===== src/rtl/dcache_pkg.sv =====
`default_nettype none

package dcache_pkg;

    // address split into tag | set | word | byte
    localparam int BYTE_BITS    = 2;
    localparam int WORD_BITS    = 3;
    localparam int SET_BITS     = 3;
    localparam int TAG_BITS     = 10;
    localparam int SET_LSB      = BYTE_BITS + WORD_BITS;
    localparam int TAG_LSB      = SET_LSB + SET_BITS;

    localparam int WAYS_DEFAULT = 4;
    localparam int LINE_WORDS   = 1 << WORD_BITS;
    localparam int SETS         = 1 << SET_BITS;

    typedef logic [TAG_BITS-1:0]          tag_t;
    typedef logic [SET_BITS-1:0]          set_t;
    typedef logic [WORD_BITS-1:0]         word_idx_t;
    typedef logic [TAG_BITS+SET_BITS-1:0] line_addr_t;

    // word 0 sits in the top 32 bits
    typedef logic [0:LINE_WORDS-1][31:0] line_t;

    // store size uses the same codes as the cpu funct3
    typedef enum logic [2:0] {
        STORE_BYTE = 3'b000,
        STORE_HALF = 3'b001,
        STORE_WORD = 3'b010
    } store_op_e;

    typedef enum logic [1:0] {
        READY,
        WRITE_BACK,
        REFILL,
        RESPOND
    } cache_state_e;

    typedef struct packed {
        logic        read;
        logic        write;
        store_op_e   store_op;
        logic [31:0] addr;
        logic [31:0] wdata;
    } cpu_req_t;

    typedef struct packed {
        logic       read;
        logic       write;
        line_addr_t line_addr;
        line_t      wline;
    } mem_req_t;

endpackage

`default_nettype wire


===== src/rtl/dcache_victim_ptr.sv =====
`timescale 1ns/1ns
`default_nettype none

module dcache_victim_ptr
    import dcache_pkg::*;
#(
    parameter int WAYS = WAYS_DEFAULT
)
(
    input  logic                    clk,
    input  logic                    rst,
    input  set_t                    set_i,
    input  logic                    advance_i,
    output logic [$clog2(WAYS)-1:0] way_o
);

    localparam int WAY_W = $clog2(WAYS);

    logic [WAY_W-1:0] ptr_q [SETS];

    assign way_o = ptr_q[set_i];

    // ways fill in order, so round robin gives fifo replacement
    always_ff @(posedge clk)
    begin
        if (rst)
        begin
            for (int s = 0; s < SETS; s++)
            begin
                ptr_q[s] <= '0;
            end
        end
        else if (advance_i)
        begin
            if (ptr_q[set_i] == WAY_W'(WAYS - 1))
            begin
                ptr_q[set_i] <= '0;
            end
            else
            begin
                ptr_q[set_i] <= ptr_q[set_i] + 1'b1;
            end
        end
    end

endmodule

`default_nettype wire


===== config.mk =====
export PLATFORM = sky130hd
export DESIGN_NAME = dcache_victim_ptr
export DESIGN_NICKNAME = d
export VERILOG_FILES = /design/src/rtl/dcache_pkg.sv /design/src/rtl/dcache_victim_ptr.sv
export SDC_FILE = /design/constraint.sdc
export NUM_CORES = 1
export LEC_CHECK = 0
export BUFFER_PORTS_ARGS = -buffer_cell sky130_fd_sc_hd__buf_2
export CAP_MARGIN = 20
export CORE_AREA = 2 2 41 43
export DETAILED_ROUTE_END_ITERATION = 10
export DIE_AREA = 0 0 43 45
export PLACE_DENSITY = 0.89
export SLEW_MARGIN = 10
export SYNTH_ARGS = -nofsm -noshare
export SYNTH_HDL_FRONTEND = slang
export SYNTH_SLANG_ARGS = --single-unit
export TNS_END_PERCENT = 1

===== constraint.sdc =====
create_clock -name clk -period 3.3 [get_ports clk]
set_clock_uncertainty 0.2 [all_clocks]
set_input_delay 0.33 -clock clk [delete_from_list [all_inputs] [get_ports clk]]
set_output_delay 0.33 -clock clk [all_outputs]
set_load 0.05 [all_outputs]

# Word-level counts from Yosys, hierarchy flattened
# Memory sizes are Yosys's and may differ from the RTL's.
# Cells that the tools add are included.
# classes
n_addsub,1
eq_ne,1
mux,14
n_bitwise,1
reduce_logical,1
# op_table
op,n
$mux W1,11
$mux W2,2
$mux W3,1
$add A2 B1 Y2 const B,1
$eq A2 B2 Y1 const B,1
$reduce_or A2 Y1,1
$or A1 B1 Y1,1
# word_totals
ff_bits,0
ramBits,16
mem_count,1
# mem_list
name,words,word_bits,read_ports,rd_ports_with_merged_regs,write_ports,line_no,text
ptr_q,8,2,1,0,8,dcache_victim_ptr.sv:19,logic [WAY_W-1:0] ptr_q [SETS];

# Logic depth before layout (Yosys ltp)
# An unclocked memory read counts as a cell.
# depth
depth_word,9
ltp_mapped,8
depth_no_buf,7

# Worst setup path before layout
# OpenSTA, ideal clock, no wires.
# synth_timing
path_kind,input -> register
start,input set_i[1]
end,"memory ptr_q[1][0] (netlist name), data pin"
setup_time_ps,157
arrival_ps,2349
required_time_ps,2943
path_slack_ps,594
path_stages,8
path_cell_list,buf_2 mux4_1 nand2b_1 nand2_1 ha_1 nor3b_1 nand2b_1 nor3_1
# synth_rtl
item,line_no,text
"start, declared",dcache_victim_ptr.sv:12,"input set_t set_i,"
"end, declared",dcache_victim_ptr.sv:19,

==> impl_metrics.yaml <==
status:
  status: "finished, final reports clean"
logic_synthesis:
  syn_inst: 67
  ys_async_sr_fraction_pct: 0
  ys_dominant_reg_cell: "edfxtp_1"
  yosys.area.top_type: "edfxtp_1"
  syn-num-nets: 74
  ys_warn_count: 0
  synth-seq-cells: 16
  ys_types: 20
  synth-xor-area-share_pct: 0
  synth_compound_area_share_pct: 7.17
  synth_seq_area_share_pct: 56.2
  synth_common_cells: "edfxtp_1 (16), nor2_1 (9), nor3_1 (8)"
  synth_top_area_share_pct: 56.2
  avgSynthCellArea_um2: 12.8
  synthSimpleGateAreaFrac_pct: 17.9
  syn_area_um2: 855
  synth_edf_count: 16
  synth.area.top_cells: "edfxtp_1 (56%), mux4_1 (12%), nor3_1 (4.7%), nor2_1 (4.0%), o21bai_1 (3.5%)"
  synth_fa_ha_area_share_pct: 1.46
  synthMuxAreaShare_pct: 13.6
  yosysMostFrequentCell: "edfxtp_1"
  synth_top_family_by_area: "simple AND/OR/NAND/NOR gates"
flow_run:
  drv_cap: 0
setup_path:
  startpoint_type: "register"
  crit_fanout: 4
  arrival_ps: 2570
  crit_type: "register to register"
  crit_required_ps: 3240
  end_kind: "register"
detailed_routing:
  viasPerCell: 6.38
  drc: 0
  drt-initial-drc-count: 30
  firstDrtPassIters: 4
  vias: 568
  wl_um: 1630
  ant_nets: 0
  wl_per_cell_um: 18.3
clock_tree:
  clkTransAtPathRegs_ps: 80
  htreeDepth: 1
  cts_buffers: 3
  ctsLongestPathBuffers: 2
  cts_tree: "yes"
  cts_setup_buffers: 0
  ctsRootBufferMaster: "clkbuf_4"
  ctsResizeCount: 0
  hold_buffers: 0
  worstSkewPairLatency_ps: 290
  clock_sinks: 16
finish:
  area_growth_syn_to_layout_pct: 6.30
  nFillCells: 122
  seq_area_um2: 480
  drive_above_1_share_pct: 17.8
  multi_input_area_um2: 343
  top_regs: "ptr_q: 16 flops"
  largest_reg_flops: 16
  top_register: "ptr_q"
  diodes: 0
  final_cells: 89
  nets: 82
  fin_util_pct: 61.7
sta:
  fin_crit_ps: 2630
  setup_viol_count_final: 0
  finalHoldViolations: 0
  drv_slew: 0
  setup_tns_ps: 0
  hold_ws_ps: 277
  clock.fmax_ghz: 0.380
  rsz0062_at_grt: "no"
  relSlewSlack_pct: 72.9
  worst_pin_slew_ps: 405
  fin_crit_sh_pct: 79.8
die:
  row_count: 14
  chipHeight_um: 45
  die_area_um2: 1940
  core_area_um2: 1470
  pin_count: 8
  initial_core_util_pct: 58.1
  die_w_um: 43
place:
  hpwlAfterDp_um: 1270
  port_buffers: 7
  place.gp.congestion: 0.767
  post-place-cells: 86
global_route:
  grt_max_degree: 11
  grt_usage_pct: 19.3
  antenna_found_initial: 0
  grt_pass1_vias: 540
  grt_first_pass_wirelength_um: 2560
  overflow: 0
power_and_ir_drop:
  ir_drop_v: 0.000275
  power.density_nw_per_um2: 439
  p_leak_nw: 0.365
  power_mw: 0.399
worst_hold_path:
  hp-class: "primary input to register"
==> placed cells by master, fill, tap and decap left out, types with 2 or more instances in the layout <==
master | Yosys | final
a21o_1 | 3 | 3
nor3_1 | 8 | 8
mux4_1 | 4 | 4
o21bai_1 | 4 | 4
buf_2 | 1 | 7
nand2b_1 | 4 | 4
clkbuf_4 | 0 | 3
edfxtp_1 | 16 | 16
inv_1 | 2 | 2
nor2_1 | 9 | 9
nand2_1 | 5 | 5
==> per-stage QoR <==
step	setup WS, ps	instance area, um^2
floorplan	594	855
global placement	670	886
detailed placement	560	886
CTS	699	908
global route	539	908
finish	666	908
==> where the power goes <==
group / internal (mW) / total (mW) / switching (mW) / leakage [nW]
clock network: 0.0425 / 0.101 / 0.0587 / 0.0138
registers: 0.234 / 0.239 / 0.00492 / 0.166
logic: 0.0217 / 0.0588 / 0.0372 / 0.185
total: 0.298 / 0.399 / 0.101 / 0.365
==> layout make-up <==
class,count,area share (%)
Multi-Input combinational cell,45,37.7
Timing Repair Buffer,7,3.86
Tap cell,16,2.20
Sequential cell,16,52.9
Inverter,2,0.826
Clock buffer,3,2.48
==> cell families after synthesis <==
| group | after synthesis |
|---|---|
| buf+inv | 6 |
| simple gates | 31 |
| compound gates | 8 |
| flops | 16 |
| fa+ha+maj | 1 |
| mux | 5 |
==> path summary, 6_finish.rpt <==
kind,end,slack (ps),cells after the start,from
max,ptr_q[6][1],670,6,ptr_q[0][0]
min,ptr_q[2][1],280,2,rst
max reg2reg,ptr_q[6][1],670,6,ptr_q[0][0]
min reg2reg,ptr_q[4][0],360,1,ptr_q[4][0]
==> layer usage <==
layer	track usage (%)	part of all wire (%)	vias to the layer above
li1	-	-	263
met1	24.3	40	257
met2	31.8	49	43
met3	4.00	8.0	5
met4	10.3	2.5	0
met5	0	0	-
==> critical path: stages (launching register included) <==
cell and delay, ps:
edfxtp_1 430, mux4_1 530, mux2_2 290, ha_1 200, nor3b_1 380, nand3_1 250
nor2_1 200
(Power assumes the default switching activity.)
