===== config.mk =====
export PLATFORM = sky130hd
export DESIGN_NAME = dcache_ctrl
export DESIGN_NICKNAME = d
export VERILOG_FILES = /design/src/rtl/dcache_pkg.sv /design/src/rtl/dcache_ctrl.sv
export SDC_FILE = /design/constraint.sdc
export NUM_CORES = 1
export LEC_CHECK = 0
export BUFFER_PORTS_ARGS = -buffer_cell sky130_fd_sc_hd__buf_2
export CORE_AREA = 2 2 246 248
export CTS_CLUSTER_DIAMETER = 100
export CTS_CLUSTER_SIZE = 40
export DETAILED_ROUTE_END_ITERATION = 12
export DIE_AREA = 0 0 248 250
export SLEW_MARGIN = 20
export SYNTH_ARGS = -nofsm -noshare
export SYNTH_HDL_FRONTEND = slang
export SYNTH_SLANG_ARGS = --single-unit

===== constraint.sdc =====
create_clock -name clk -period 40.1 [get_ports clk]
set_input_delay 6.015 -clock clk [delete_from_list [all_inputs] [get_ports clk]]
set_output_delay 6.015 -clock clk [all_outputs]
set_load 0.005 [all_outputs]

===== src/rtl/dcache_pkg.sv =====
`default_nettype none

package dcache_pkg;

    // address split into tag | set | word | byte
    localparam int BYTE_BITS    = 2;
    localparam int WORD_BITS    = 3;
    localparam int SET_BITS     = 3;
    localparam int TAG_BITS     = 10;
    localparam int SET_LSB      = BYTE_BITS + WORD_BITS;
    localparam int TAG_LSB      = SET_LSB + SET_BITS;

    localparam int WAYS_DEFAULT = 4;
    localparam int LINE_WORDS   = 1 << WORD_BITS;
    localparam int SETS         = 1 << SET_BITS;

    typedef logic [TAG_BITS-1:0]          tag_t;
    typedef logic [SET_BITS-1:0]          set_t;
    typedef logic [WORD_BITS-1:0]         word_idx_t;
    typedef logic [TAG_BITS+SET_BITS-1:0] line_addr_t;

    // word 0 sits in the top 32 bits
    typedef logic [0:LINE_WORDS-1][31:0] line_t;

    // store size uses the same codes as the cpu funct3
    typedef enum logic [2:0] {
        STORE_BYTE = 3'b000,
        STORE_HALF = 3'b001,
        STORE_WORD = 3'b010
    } store_op_e;

    typedef enum logic [1:0] {
        READY,
        WRITE_BACK,
        REFILL,
        RESPOND
    } cache_state_e;

    typedef struct packed {
        logic        read;
        logic        write;
        store_op_e   store_op;
        logic [31:0] addr;
        logic [31:0] wdata;
    } cpu_req_t;

    typedef struct packed {
        logic       read;
        logic       write;
        line_addr_t line_addr;
        line_t      wline;
    } mem_req_t;

endpackage

`default_nettype wire


===== src/rtl/dcache_ctrl.sv =====
`timescale 1ns/1ns
`default_nettype none

module dcache_ctrl
    import dcache_pkg::*;
(
    input  logic     clk,
    input  logic     rst,
    input  cpu_req_t cpu_req_i,
    input  logic     hit_i,
    input  logic     victim_dirty_i,
    input  tag_t     victim_tag_i,
    input  line_t    victim_line_i,
    input  logic     mem_finish_i,
    output set_t     index_o,
    output logic     load_hit_o,
    output logic     store_hit_o,
    output logic     refill_o,
    output tag_t     fill_tag_o,
    output logic     request_finish_o,
    output logic     miss_o,
    output mem_req_t mem_req_o
);

    cache_state_e state_q;
    cache_state_e state_d;
    logic         req_valid;
    logic         capture;
    tag_t         miss_tag_q;
    set_t         miss_set_q;
    tag_t         wb_tag_q;
    line_t        wb_line_q;

    assign req_valid = cpu_req_i.read | cpu_req_i.write;

    // arrays look at the live request only while idle
    assign index_o = (state_q == READY) ? cpu_req_i.addr[SET_LSB +: SET_BITS] : miss_set_q;

    assign miss_o           = req_valid && !(hit_i && state_q == READY);
    assign request_finish_o = (state_q == RESPOND);
    assign fill_tag_o       = miss_tag_q;

    assign mem_req_o.write     = (state_q == WRITE_BACK);
    assign mem_req_o.read      = (state_q == REFILL);
    assign mem_req_o.line_addr = mem_req_o.write ? {wb_tag_q, miss_set_q}
                                                 : {miss_tag_q, miss_set_q};
    assign mem_req_o.wline     = wb_line_q;

    always_comb
    begin
        state_d     = state_q;
        load_hit_o  = 1'b0;
        store_hit_o = 1'b0;
        refill_o    = 1'b0;
        capture     = 1'b0;
        case (state_q)
            READY:
            begin
                if (req_valid && hit_i)
                begin
                    load_hit_o  = cpu_req_i.read;
                    store_hit_o = cpu_req_i.write;
                    state_d     = RESPOND;
                end
                else if (req_valid)
                begin
                    // clean victims skip straight to the refill
                    capture = 1'b1;
                    state_d = victim_dirty_i ? WRITE_BACK : REFILL;
                end
            end
            WRITE_BACK:
            begin
                if (mem_finish_i)
                begin
                    state_d = REFILL;
                end
            end
            REFILL:
            begin
                if (mem_finish_i)
                begin
                    refill_o = 1'b1;
                    state_d  = READY;
                end
            end
            default:
            begin
                state_d = READY;
            end
        endcase
    end

    always_ff @(posedge clk)
    begin
        if (rst)
        begin
            state_q <= READY;
        end
        else
        begin
            state_q <= state_d;
        end
    end

    // miss address and write-back payload
    always_ff @(posedge clk)
    begin
        if (capture)
        begin
            miss_tag_q <= cpu_req_i.addr[TAG_LSB +: TAG_BITS];
            miss_set_q <= cpu_req_i.addr[SET_LSB +: SET_BITS];
            wb_tag_q   <= victim_tag_i;
            wb_line_q  <= victim_line_i;
        end
    end

endmodule

`default_nettype wire


# ---- After elaboration in Yosys (flattened, before gate mapping)
# Index checks and enable logic that the tools add are counted.
dict set report classes {
  n_reduce_logical 6
  n_mux 17
  eq_ne 6
  bitwise 1
}
# cell n
set op_table {}
lappend op_table {{2-to-1 mux 13 bit} 1}
lappend op_table {{2-to-1 mux 2 bit} 5}
lappend op_table {{2-to-1 mux 1 bit} 9}
lappend op_table {{case mux 2 bit (3 select lines)} 1}
lappend op_table {{== test 2 bit (second input constant)} 2}
lappend op_table {{inequality test 2 bit (second input constant)} 2}
lappend op_table {{logical AND 1 bit} 3}
lappend op_table {{2-to-1 mux 3 bit} 1}
lappend op_table {{inequality test 3 x 2 -> 1 bit (second input constant)} 1}
lappend op_table {{AND reduction 3 bit} 1}
lappend op_table {{== test 2 x 1 -> 1 bit (second input constant)} 1}
lappend op_table {{zero test 2 bit} 1}
lappend op_table {{zero test 1 bit} 1}
lappend op_table {{OR 1 bit} 1}
dict set report word_totals {
  output_inout_bits 289
  inputBits 340
  reg_bits 281
}

# ---- Longest topological paths before layout
# Gate-level depths: netlist (run 1).
dict set report logic_depth {
  ltp_word 4
  ltp_mapped 3
  mapped_depth_nobuf 3
}

# ---- Worst setup path before layout (run 1)
# OpenSTA, ideal clock, no wires.
dict set report synth_timing {
  path_type {input port to flip-flop}
  start {input port hit_i}
  end {register miss_tag_q[0] (netlist: fill_tag_o[0]) (enable)}
  cell_stages 1
  t_required_ns 38.500
  t_arrival_ns 32.286
  n_path_buf 0
  slack_ns 6.214
  path_cell_list {nor4_1}
}
dict set report synth_via {
  elab_chain_cells 3
}
# element line_no
set synth_rtl {}
lappend synth_rtl {{start, declared} dcache_ctrl.sv:10} ;# input logic hit_i,
lappend synth_rtl {{logical AND 1 bit} dcache_ctrl.sv:59} ;# if (req_valid && hit_i)
lappend synth_rtl {{2-to-1 mux 1 bit} dcache_ctrl.sv:59}
lappend synth_rtl {{2-to-1 mux 1 bit} dcache_ctrl.sv:56} ;# case (state_q)
lappend synth_rtl {{end signal, assigned} dcache_ctrl.sv:111} ;# miss_tag_q <= cpu_req_i.addr[TAG_LSB +: TAG_BITS];
lappend synth_rtl {{end, declared} dcache_ctrl.sv:29} ;# tag_t miss_tag_q;
# No other way between the ends.
# A chain may end at the register's enable or synchronous reset.

# ---- Worst setup path in the final report (run 1)
dict set report layout_timing {
  start {input port cpu_req_i[67] (netlist name)}
  end {output port miss_o}
}
dict set report layout_via {
  elab_chain_cells 2
}
# element line_no
set layout_rtl {}
lappend layout_rtl {{start, declared} dcache_ctrl.sv:9} ;# input cpu_req_t cpu_req_i,
lappend layout_rtl {{OR 1 bit} dcache_ctrl.sv:34} ;# assign req_valid = cpu_req_i.read | cpu_req_i.write;
lappend layout_rtl {{logical AND 1 bit} dcache_ctrl.sv:39} ;# assign miss_o = req_valid && !(hit_i && state_q == READY);
lappend layout_rtl {{end, declared} dcache_ctrl.sv:21} ;# output logic miss_o,
# No other way between the ends.

==> results.cfg, run 1 <==
[worst_setup_path]
cpMostUsedCell = buf_2
worst_ep_required_time_ns = 34.08
arrival_ns = 6.51
critPathKind = in -> out
max_stage_delay_ns = 0.17
cp_max_fo = 4
r2r_slack_ns = 37.30
reg2reg_from = state_q[1]$_SDFFE_PP0P_
critPathCaptureType = output port
cp_slowest_cell = nor2_1
reg2reg_depth = 3
critPathLaunchType = input port
crit_chain = buf_2 > nor2_1 > a21oi_1 > buf_2
r2r-end = mem_req_o[170]$_DFFE_PP_

[global_routing]
antenna_found_initial = 8
grt_util_all_layers = 0.0806
grt_pass1_wl_mm = 36.4
grt_pass1_vias = 5723
grt_max_degree = 161
grt-ovfl-total = 0

[cells_and_area]
drive_gt1_frac = 0.683
final_nets = 1248
fin_area_mm2 = 0.0133
fin_cells = 1705
area_growth_pct = 52.6

[logic_synthesis]
synth.top_cell.area_share = 0.959
ys_warn_count = 0
synth_top_area_cell = edfxtp_1
synth_top_cells_by_count = edfxtp_1 (279), mux2_4 (9), mux2_2 (5)
syn_inst = 312
async_flop_share = 0
seq_area_frac_synth = 0.963
synth_edf_count = 279
synthDistinctLibCells = 20
synth.area.top_cells = edfxtp_1 (96%), mux2_4 (1.5%), mux2_2 (0.64%), dfxtp_1 (0.46%), buf_12 (0.23%)
synth_nets = 652
netlist_area_mm2 = 0.00874
synthFlopType = edfxtp_1
synth.most_common_cell = edfxtp_1
syn_avg_cell_area_um2 = 28.0
synth-seq-cells = 281

[drt]
drtAntennaViolNets = 0
dr.pass1.iters = 4
post_drt_via_cell_ratio = 3.20
routedWlPerCell_um = 15.9
totalWireLength_mm = 27.1
drt-initial-drc-count = 197
vias = 5450
drc = 0

[cts]
cts_root_buf = clkbuf_16
cts_resized = 0
htree_levels = 1
clock_latency_ns = 0.53
clock_sinks = 281
cts_tree = built
clk_pin_slew_ns = 0.10
cts_hold_buf = 0
max-clock-path-buffers = 3
cts_buffers = 18
cts_setup_buffers = 0

[floorplan]
core_area_mm2 = 0.0596
die_h_um = 250
start_util = 0.147
die_x_um = 248
ios = 629
fp-row-count = 90
die-area_mm2 = 0.0620

[power]
power_frac_comb = 0.088
power_mw = 0.627
power_density_mw_per_mm2 = 47.1
peakVddDrop_mv = 0.0395
internal_power_mw = 0.472
clkPwrFrac = 0.347
p_switching_mw = 0.155
netSwitchingFraction = 0.248
power_frac_seq = 0.565
power.leakage_nw = 5.36

[place]
place_area_mm2 = 0.0126
post-dp-hpwl_mm = 21.2
io_buffers = 574
place_inst = 1670
place_congestion = 0.782
dp_worst_setup_slack_ns = 27.57

[sta]
hold_viol = 0
slew_headroom = 0.219
finalCriticalPeriod_ns = 12.52
finClkSkew_ns = 0.0255
postLayoutSetupSlackWorst_ns = 27.58
rsz0062_at_grt = no
setup_viol = 0
tightestPinTransition_ns = 1.17
final_max_slew_viol_count = 0
min_period_over_period = 0.312
fmaxAchievable_ghz = 0.0799
setup_tns_ns = 0

[status]
status = complete, no violations

[worst_hold_path]
hold_path_end = state_q[1]$_SDFFE_PP0P_
hp-class = reg -> reg
hold_start = state_q[0]$_SDFFE_PP0P_
whs_path_depth = 2

[run]
cap_violations = 0
[cell families (layout without fill, tap and decap cells)]
logic type             after synthesis  in the layout  synth area share
muxes                               14             14            0.0219
buffers and inverters                2            610           0.00272
and+or+nand+nor                     10             10           0.00831
DFF                                281            281             0.963
AOI/OAI and AO/OA                    5              5           0.00372
other                                0              3                 0
[worst max-delay path: cells and delay by family]
| family | cells | cell delay (ns) |
|---|---|---|
| simple gates | 1 | 0.17 |
| compound gates | 1 | 0.06 |
| buf+inv | 2 | 0.26 |
[routing by layer]
layer,GRT usage,up-vias,routed length (um)
li1,-,2457,-
met1,0.0808,2620,9150
met2,0.140,330,13300
met3,0.0447,37,3930
met4,0.0258,6,604
met5,0,-,44
[per-stage QoR]
| step | utilization | hold slack [ns] |
|---|---|---|
| global route | 0.224 | 0.770 |
| finish | 0.224 | 0.721 |
| floorplan | - | 0.617 |
| detailed placement | 0.212 | 0.693 |
| global placement | 0.212 | 0.689 |
| CTS | 0.224 | 0.710 |
[worst max-delay path by stage]
stage                       start                 endpoint  slack (ns)  cells past startpoint
finish              cpu_req_i[67]                   miss_o       27.58                      4
global route        cpu_req_i[67]                   miss_o       27.55                      4
CTS                 cpu_req_i[67]                   miss_o       27.57                      4
detailed placement  cpu_req_i[67]                   miss_o       27.57                      4
global placement    cpu_req_i[67]                   miss_o       27.57                      4
floorplan                   hit_i  fill_tag_o[0]$_DFFE_PP_        6.21                      1
[cell usage in the layout, fill, tap and decap left out, types with 2 or more instances in the layout]
master | netlist | final
a21oi_1 | 2 | 2
buf_4 | 0 | 2
clkinv_16 | 0 | 5
buf_2 | 0 | 574
clkinv_8 | 0 | 2
clkbuf_16 | 0 | 19
diode_2 | 0 | 3
clkinvlp_4 | 0 | 2
dfxtp_1 | 2 | 2
mux2_4 | 9 | 9
edfxtp_1 | 279 | 279
mux2_2 | 5 | 5
[state kept, by name, summed over array words and instances (netlist names)]
name	flops
state_q	2
fill_tag_o	10
wb_tag_q	10
miss_set_q	3
mem_req_o	256
[power by group through the flow]
stage | logic, mW | clock network (mW) | registers, mW
final | 0.0552 | 0.218 | 0.354
after global routing | 0.0615 | 0.240 | 0.356
after CTS | 0.0576 | 0.231 | 0.355
after detailed placement | 0.0576 | 0 | 0.361
after global placement | 0.0565 | 0 | 0.360
after floorplan | 0.0130 | 0 | 0.384
[final cells by class]
type / count / area, um^2
Timing Repair Buffer: 577 / 2910
Clock inverter: 12 / 238
Inverter: 1 / 3.75
Fill cell: 6293 / 46200
Tap cell: 782 / 978
Clock buffer: 20 / 479
Antenna cell: 3 / 7.51
Multi-Input combinational cell: 29 / 303
Sequential cell: 281 / 8420
No activity file was read; power rests on OpenSTA's default activity.
==> run 2: changes to the inputs <==
--- a/config.mk
+++ b/config.mk
@@ -5,6 +5,7 @@
 export SDC_FILE = /design/constraint.sdc
 export NUM_CORES = 1
 export LEC_CHECK = 0
+export ABC_AREA = 1
 export BUFFER_PORTS_ARGS = -buffer_cell sky130_fd_sc_hd__buf_2
 export CORE_AREA = 2 2 246 248
 export CTS_CLUSTER_DIAMETER = 100
==> constraint.sdc (replaced) <==
create_clock -name clk -period 12.9 [get_ports clk]
set_input_delay 1.935 -clock clk [delete_from_list [all_inputs] [get_ports clk]]
set_output_delay 1.935 -clock clk [all_outputs]
set_load 0.005 [all_outputs]
==> results.cfg, run 2 <==
[status]
status = complete, no violations

[sta]
finClkSkew_ns = 0.0181
setup_viol = 0
postLayoutSetupSlackWorst_ns = 8.23
final_max_slew_viol_count = 0
setup_tns_ns = 0
tightestPinTransition_ns = 1.02
finalCriticalPeriod_ns = 4.67
hold_viol = 0
rsz0062_at_grt = no
min_period_over_period = 0.362
fmaxAchievable_ghz = 0.214
slew_headroom = 0.321
whs_ns = 0.708

[logic_synthesis]
synthDistinctLibCells = 15
synth_top_cells_by_count = edfxtp_1 (279), nand2_1 (47), inv_1 (6)
synthFlopType = edfxtp_1
synth.top_cell.area_share = 0.958
seq_area_frac_synth = 0.963
syn_avg_cell_area_um2 = 24.6
synth_edf_count = 279
netlist_area_mm2 = 0.00874
ys_warn_count = 0
synth-seq-cells = 281
synth.area.top_cells = edfxtp_1 (96%), nand2_1 (2.0%), dfxtp_1 (0.46%), inv_1 (0.26%), nand2_2 (0.21%)
synth_nets = 695
synth_top_area_cell = edfxtp_1
async_flop_share = 0
syn_inst = 355
synth.most_common_cell = edfxtp_1

[worst_setup_path]
cp_max_fo = 3
r2r-end = mem_req_o[132]$_DFFE_PP_
r2r_slack_ns = 9.13
critPathKind = in -> out
reg2reg_from = state_q[1]$_SDFFE_PP0P_
critPathCaptureType = output port
worst_ep_required_time_ns = 10.97
critPathLaunchType = input port
reg2reg_depth = 6
arrival_ns = 2.73

[power]
power.leakage_nw = 5.43
power_frac_seq = 0.564
clkPwrFrac = 0.305
p_switching_mw = 0.545
internal_power_mw = 1.52
netSwitchingFraction = 0.264
power_density_mw_per_mm2 = 156
power_frac_comb = 0.130
peakVddDrop_mv = 0.124

[cells_and_area]
final_util = 0.222
area_growth_pct = 51.5
drive_gt1_frac = 0.640
fin_area_mm2 = 0.0132
mostFrequentLayoutCells = buf_2 (574), edfxtp_1 (279), nand2_1 (47)
final_nets = 1291
final_common_cell = buf_2
multiInputGateArea_um2 = 285
n_fill_cell = 6312
seq_area_mm2 = 0.00842
largest_reg_flops = 256

[cts]
clock_latency_ns = 0.53
cts_tree = built
cts_root_buf = clkbuf_16
htree_levels = 1
clk_pin_slew_ns = 0.10
cts_buffers = 17
cts_setup_buffers = 0
cts_hold_buf = 0
cts_resized = 0
clock_sinks = 281
max-clock-path-buffers = 3

[drt]
totalWireLength_mm = 27.0
drtAntennaViolNets = 0
drc = 0
drt-initial-drc-count = 192
post_drt_via_cell_ratio = 3.20
vias = 5578
routedWlPerCell_um = 15.5
dr.pass1.iters = 4

[floorplan]
die_x_um = 248
die_h_um = 250
fp-row-count = 90
start_util = 0.147
die-area_mm2 = 0.0620
ios = 629
core_area_mm2 = 0.0596

[place]
dp_worst_setup_slack_ns = 7.60
io_buffers = 574
place_congestion = 0.772
post-dp-hpwl_mm = 21.1
place_area_mm2 = 0.0126

[global_routing]
antenna_found_initial = 3
grt_max_degree = 78
grt-ovfl-total = 0
grt_pass1_vias = 5570
grt_pass1_wl_mm = 35.9
grt_util_all_layers = 0.0799

[worst_hold_path]
hold_path_end = state_q[1]$_SDFFE_PP0P_
hp-class = reg -> reg
whs_path_depth = 3
hold_start = state_q[0]$_SDFFE_PP0P_

[run]
cap_violations = 0
-- run 2: final cells by class --
| class | count | area share |
|---|---|---|
| Sequential cell | 281 | 0.636 |
| Timing Repair Buffer | 578 | 0.219 |
| Tap cell | 782 | 0.0739 |
| Clock buffer | 18 | 0.0324 |
| Multi-Input combinational cell | 64 | 0.0215 |
| Clock inverter | 11 | 0.0145 |
| Inverter | 9 | 0.00255 |
| Antenna cell | 2 | 0.000378 |
-- run 2: how the worst max path moves through the flow --
stage	startpoint	to	slack [ns]
after CTS	cpu_req_i[67]	mem_req_o[128]$_DFFE_PP_	8.20
after global routing	cpu_req_i[67]	mem_req_o[132]$_DFFE_PP_	8.00
after floorplan	cpu_req_i[68]	fill_tag_o[0]$_DFFE_PP_	3.03
after detailed placement	cpu_req_i[67]	mem_req_o[172]$_DFFE_PP_	7.60
after global placement	cpu_req_i[68]	mem_req_o[143]$_DFFE_PP_	7.66
final	cpu_req_i[67]	miss_o	8.23
-- run 2: per-layer routing --
metal  global-route usage  share of wire  vias up
li1                     -              -     2556
met1               0.0855           0.36     2651
met2                0.136           0.48      341
met3               0.0415           0.14       28
met4               0.0233          0.019        2
met5                    0        0.00041        -
-- run 2: power groups by stage --
| stage | logic, mW | clock network (mW) | registers (mW) |
|---|---|---|---|
| 6_report | 0.269 | 0.630 | 1.16 |
| 5_1_grt | 0.301 | 0.700 | 1.18 |
| 4_1_cts | 0.281 | 0.674 | 1.17 |
| 3_5_place_dp | 0.281 | 0 | 1.19 |
| 3_3_place_gp | 0.277 | 0 | 1.18 |
| 2_1_floorplan | 0.0717 | 0 | 1.23 |
-- run 2: critical path: stages --
cell	delay (ns)
buf_2	0.08
inv_1	0.05
nand2_1	0.10
a21boi_0	0.38
buf_2	0.19
-- run 2: cells by family after synthesis --
family | Yosys count | share of synthesized area
flip-flops | 281 | 0.963
AO/OA/AOI/OAI | 3 | 0.00200
AND/OR/NAND/NOR | 61 | 0.0298
buffers and inverters | 10 | 0.00515
-- run 2: metrics by stage --
stage               power, mW  std cells
detailed placement       1.47       1714
CTS                      2.12       1743
finish                   2.06       1745
floorplan                1.30        355
global route             2.18       1743
global placement         1.46       1714
==> run 3: changes to the inputs <==
==> constraint.sdc (replaced) <==
create_clock -name clk -period 4.7 [get_ports clk]
set_input_delay 0.705 -clock clk [delete_from_list [all_inputs] [get_ports clk]]
set_output_delay 0.705 -clock clk [all_outputs]
set_load 0.005 [all_outputs]
==> results.cfg, run 3 (synthesis gave the netlist of run 2 again) <==
[sta]
tightestPinTransition_ns = 0.976
finClkSkew_ns = 0.0348
min_period_over_period = 0.579
fmaxAchievable_ghz = 0.367
hold_viol = 0
slew_headroom = 0.350
finalCriticalPeriod_ns = 2.72
final_max_slew_viol_count = 0
setup_viol = 0
rsz0062_at_grt = no
setup_tns_ns = 0

[global_routing]
grt_pass1_vias = 5802
grt_pass1_wl_mm = 37.0
grt-ovfl-total = 0
grt_util_all_layers = 0.0829
grt_max_degree = 138
antenna_found_initial = 7

[worst_hold_path]
hold_path_end = mem_req_o[80]$_DFFE_PP_
hp-class = in -> reg
hold_start = victim_line_i[80]
whs_path_depth = 1

[worst_setup_path]
reg2reg_depth = 4
max_stage_delay_ns = 0.45
crit_chain = inv_2 > nor2_4 > inv_2 > nand2_1 > nand2_1 > buf_2
worst_ep_required_time_ns = 3.99
cp_slowest_cell = dfxtp_1
reg2reg_from = state_q[1]$_SDFFE_PP0P_
arrival_ns = 2.02
critPathTopFamily = simple AND/OR/NAND/NOR gates
path_depth = 6
cp_max_fo = 13
critPathCaptureType = output port
r2r_slack_ns = 2.41
r2r-end = mem_req_o[119]$_DFFE_PP_
worst-path-buf-inv = 3
critPathKind = reg -> out
critPathLaunchType = flop

[cells_and_area]
final_util = 0.225
drive_gt1_frac = 0.646
largest_reg_flops = 256
mostFrequentLayoutCells = buf_2 (574), edfxtp_1 (279), nand2_1 (46)
final_common_cell = buf_2
area_growth_pct = 53.1
n_fill_cell = 6284
final_nets = 1291

[floorplan]
fp-row-count = 90
die-area_mm2 = 0.0620
die_h_um = 250
ios = 629
die_x_um = 248
start_util = 0.147
core_area_mm2 = 0.0596

[drt]
drt-initial-drc-count = 279
routedWlPerCell_um = 16.0
totalWireLength_mm = 27.9
drc = 0
vias = 5584
dr.pass1.iters = 4
post_drt_via_cell_ratio = 3.19
drtAntennaViolNets = 0

[cts]
cts_resized = 0
cts_root_buf = clkbuf_16
cts_setup_buffers = 0
cts_tree = built
clk_pin_slew_ns = 0.13
clock_sinks = 281
cts_hold_buf = 0
cts_buffers = 18
htree_levels = 1
clock_latency_ns = 0.56
max-clock-path-buffers = 3

[run]
cap_violations = 0

[place]
post-dp-hpwl_mm = 22.0
place_congestion = 0.781
io_buffers = 574

[power]
power.leakage_nw = 5.48
peakVddDrop_mv = 0.342
power_density_mw_per_mm2 = 435

[status]
status = complete, no violations
==> run 3: layout make-up <==
type,count,area (um^2),share of cell area
multi-input combinational,64,298,0.0222
tap,782,978,0.0731
antenna,3,7.51,0.000561
inverter,9,48.8,0.00365
timing repair buffer,577,2920,0.218
clock buffer,19,475,0.0355
sequential,281,8420,0.629
clock inverter,13,238,0.0178
==> run 3: where the power goes <==
part | total, mW | switching, mW | internal, mW
combinational | 0.752 | 0.450 | 0.302
sequential | 3.20 | 0.0802 | 3.12
clock | 1.87 | 1.04 | 0.836
total | 5.82 | 1.57 | 4.26
==> run 3: metal layers <==
layer | wire length [um] | track usage | up-vias | share of wire
li1 | - | - | 2557 | -
met1 | 9930 | 0.0872 | 2654 | 0.36
met2 | 13600 | 0.143 | 328 | 0.49
met3 | 3500 | 0.0409 | 37 | 0.13
met4 | 834 | 0.0270 | 8 | 0.030
met5 | 49 | 0 | - | 0.0018
==> run 3: stage by stage <==
step / worst slack, ns / area, um^2 / hold slack [ns] / total power, mW / cells
final: 1.98 / 13400 / 0.307 / 5.82 / 1748
after global routing: 1.76 / 13400 / 0.265 / 6.12 / 1745
after CTS: 1.82 / 13400 / 0.253 / 5.98 / 1745
after detailed placement: 2.23 / 12700 / 0.689 / 4.04 / 1713
after global placement: 2.28 / 12700 / 0.658 / 4.02 / 1713
after floorplan: -0.693 / 8780 / 0.623 / 3.53 / 355
==> run 3: worst max path at each step <==
| stage | startpoint | end | slack, ns |
|---|---|---|---|
| global route | state_q[0]$_SDFFE_PP0P_ | mem_req_o[260] | 1.76 |
| detailed placement | cpu_req_i[67] | mem_req_o[52]$_DFFE_PP_ | 2.23 |
| global placement | cpu_req_i[67] | mem_req_o[100]$_DFFE_PP_ | 2.28 |
| floorplan | cpu_req_i[67] | fill_tag_o[0]$_DFFE_PP_ | -0.69 |
| finish | state_q[0]$_SDFFE_PP0P_ | mem_req_o[268] | 1.98 |
| CTS | state_q[0]$_SDFFE_PP0P_ | mem_req_o[268] | 1.82 |
==> run 3: worst reg2reg max path: stages (launching register included) <==
cell and delay (ns):
dfxtp_1 0.38, nor2_2 0.34, nand2_4 0.10, nor2_4 0.30, buf_12 0.46
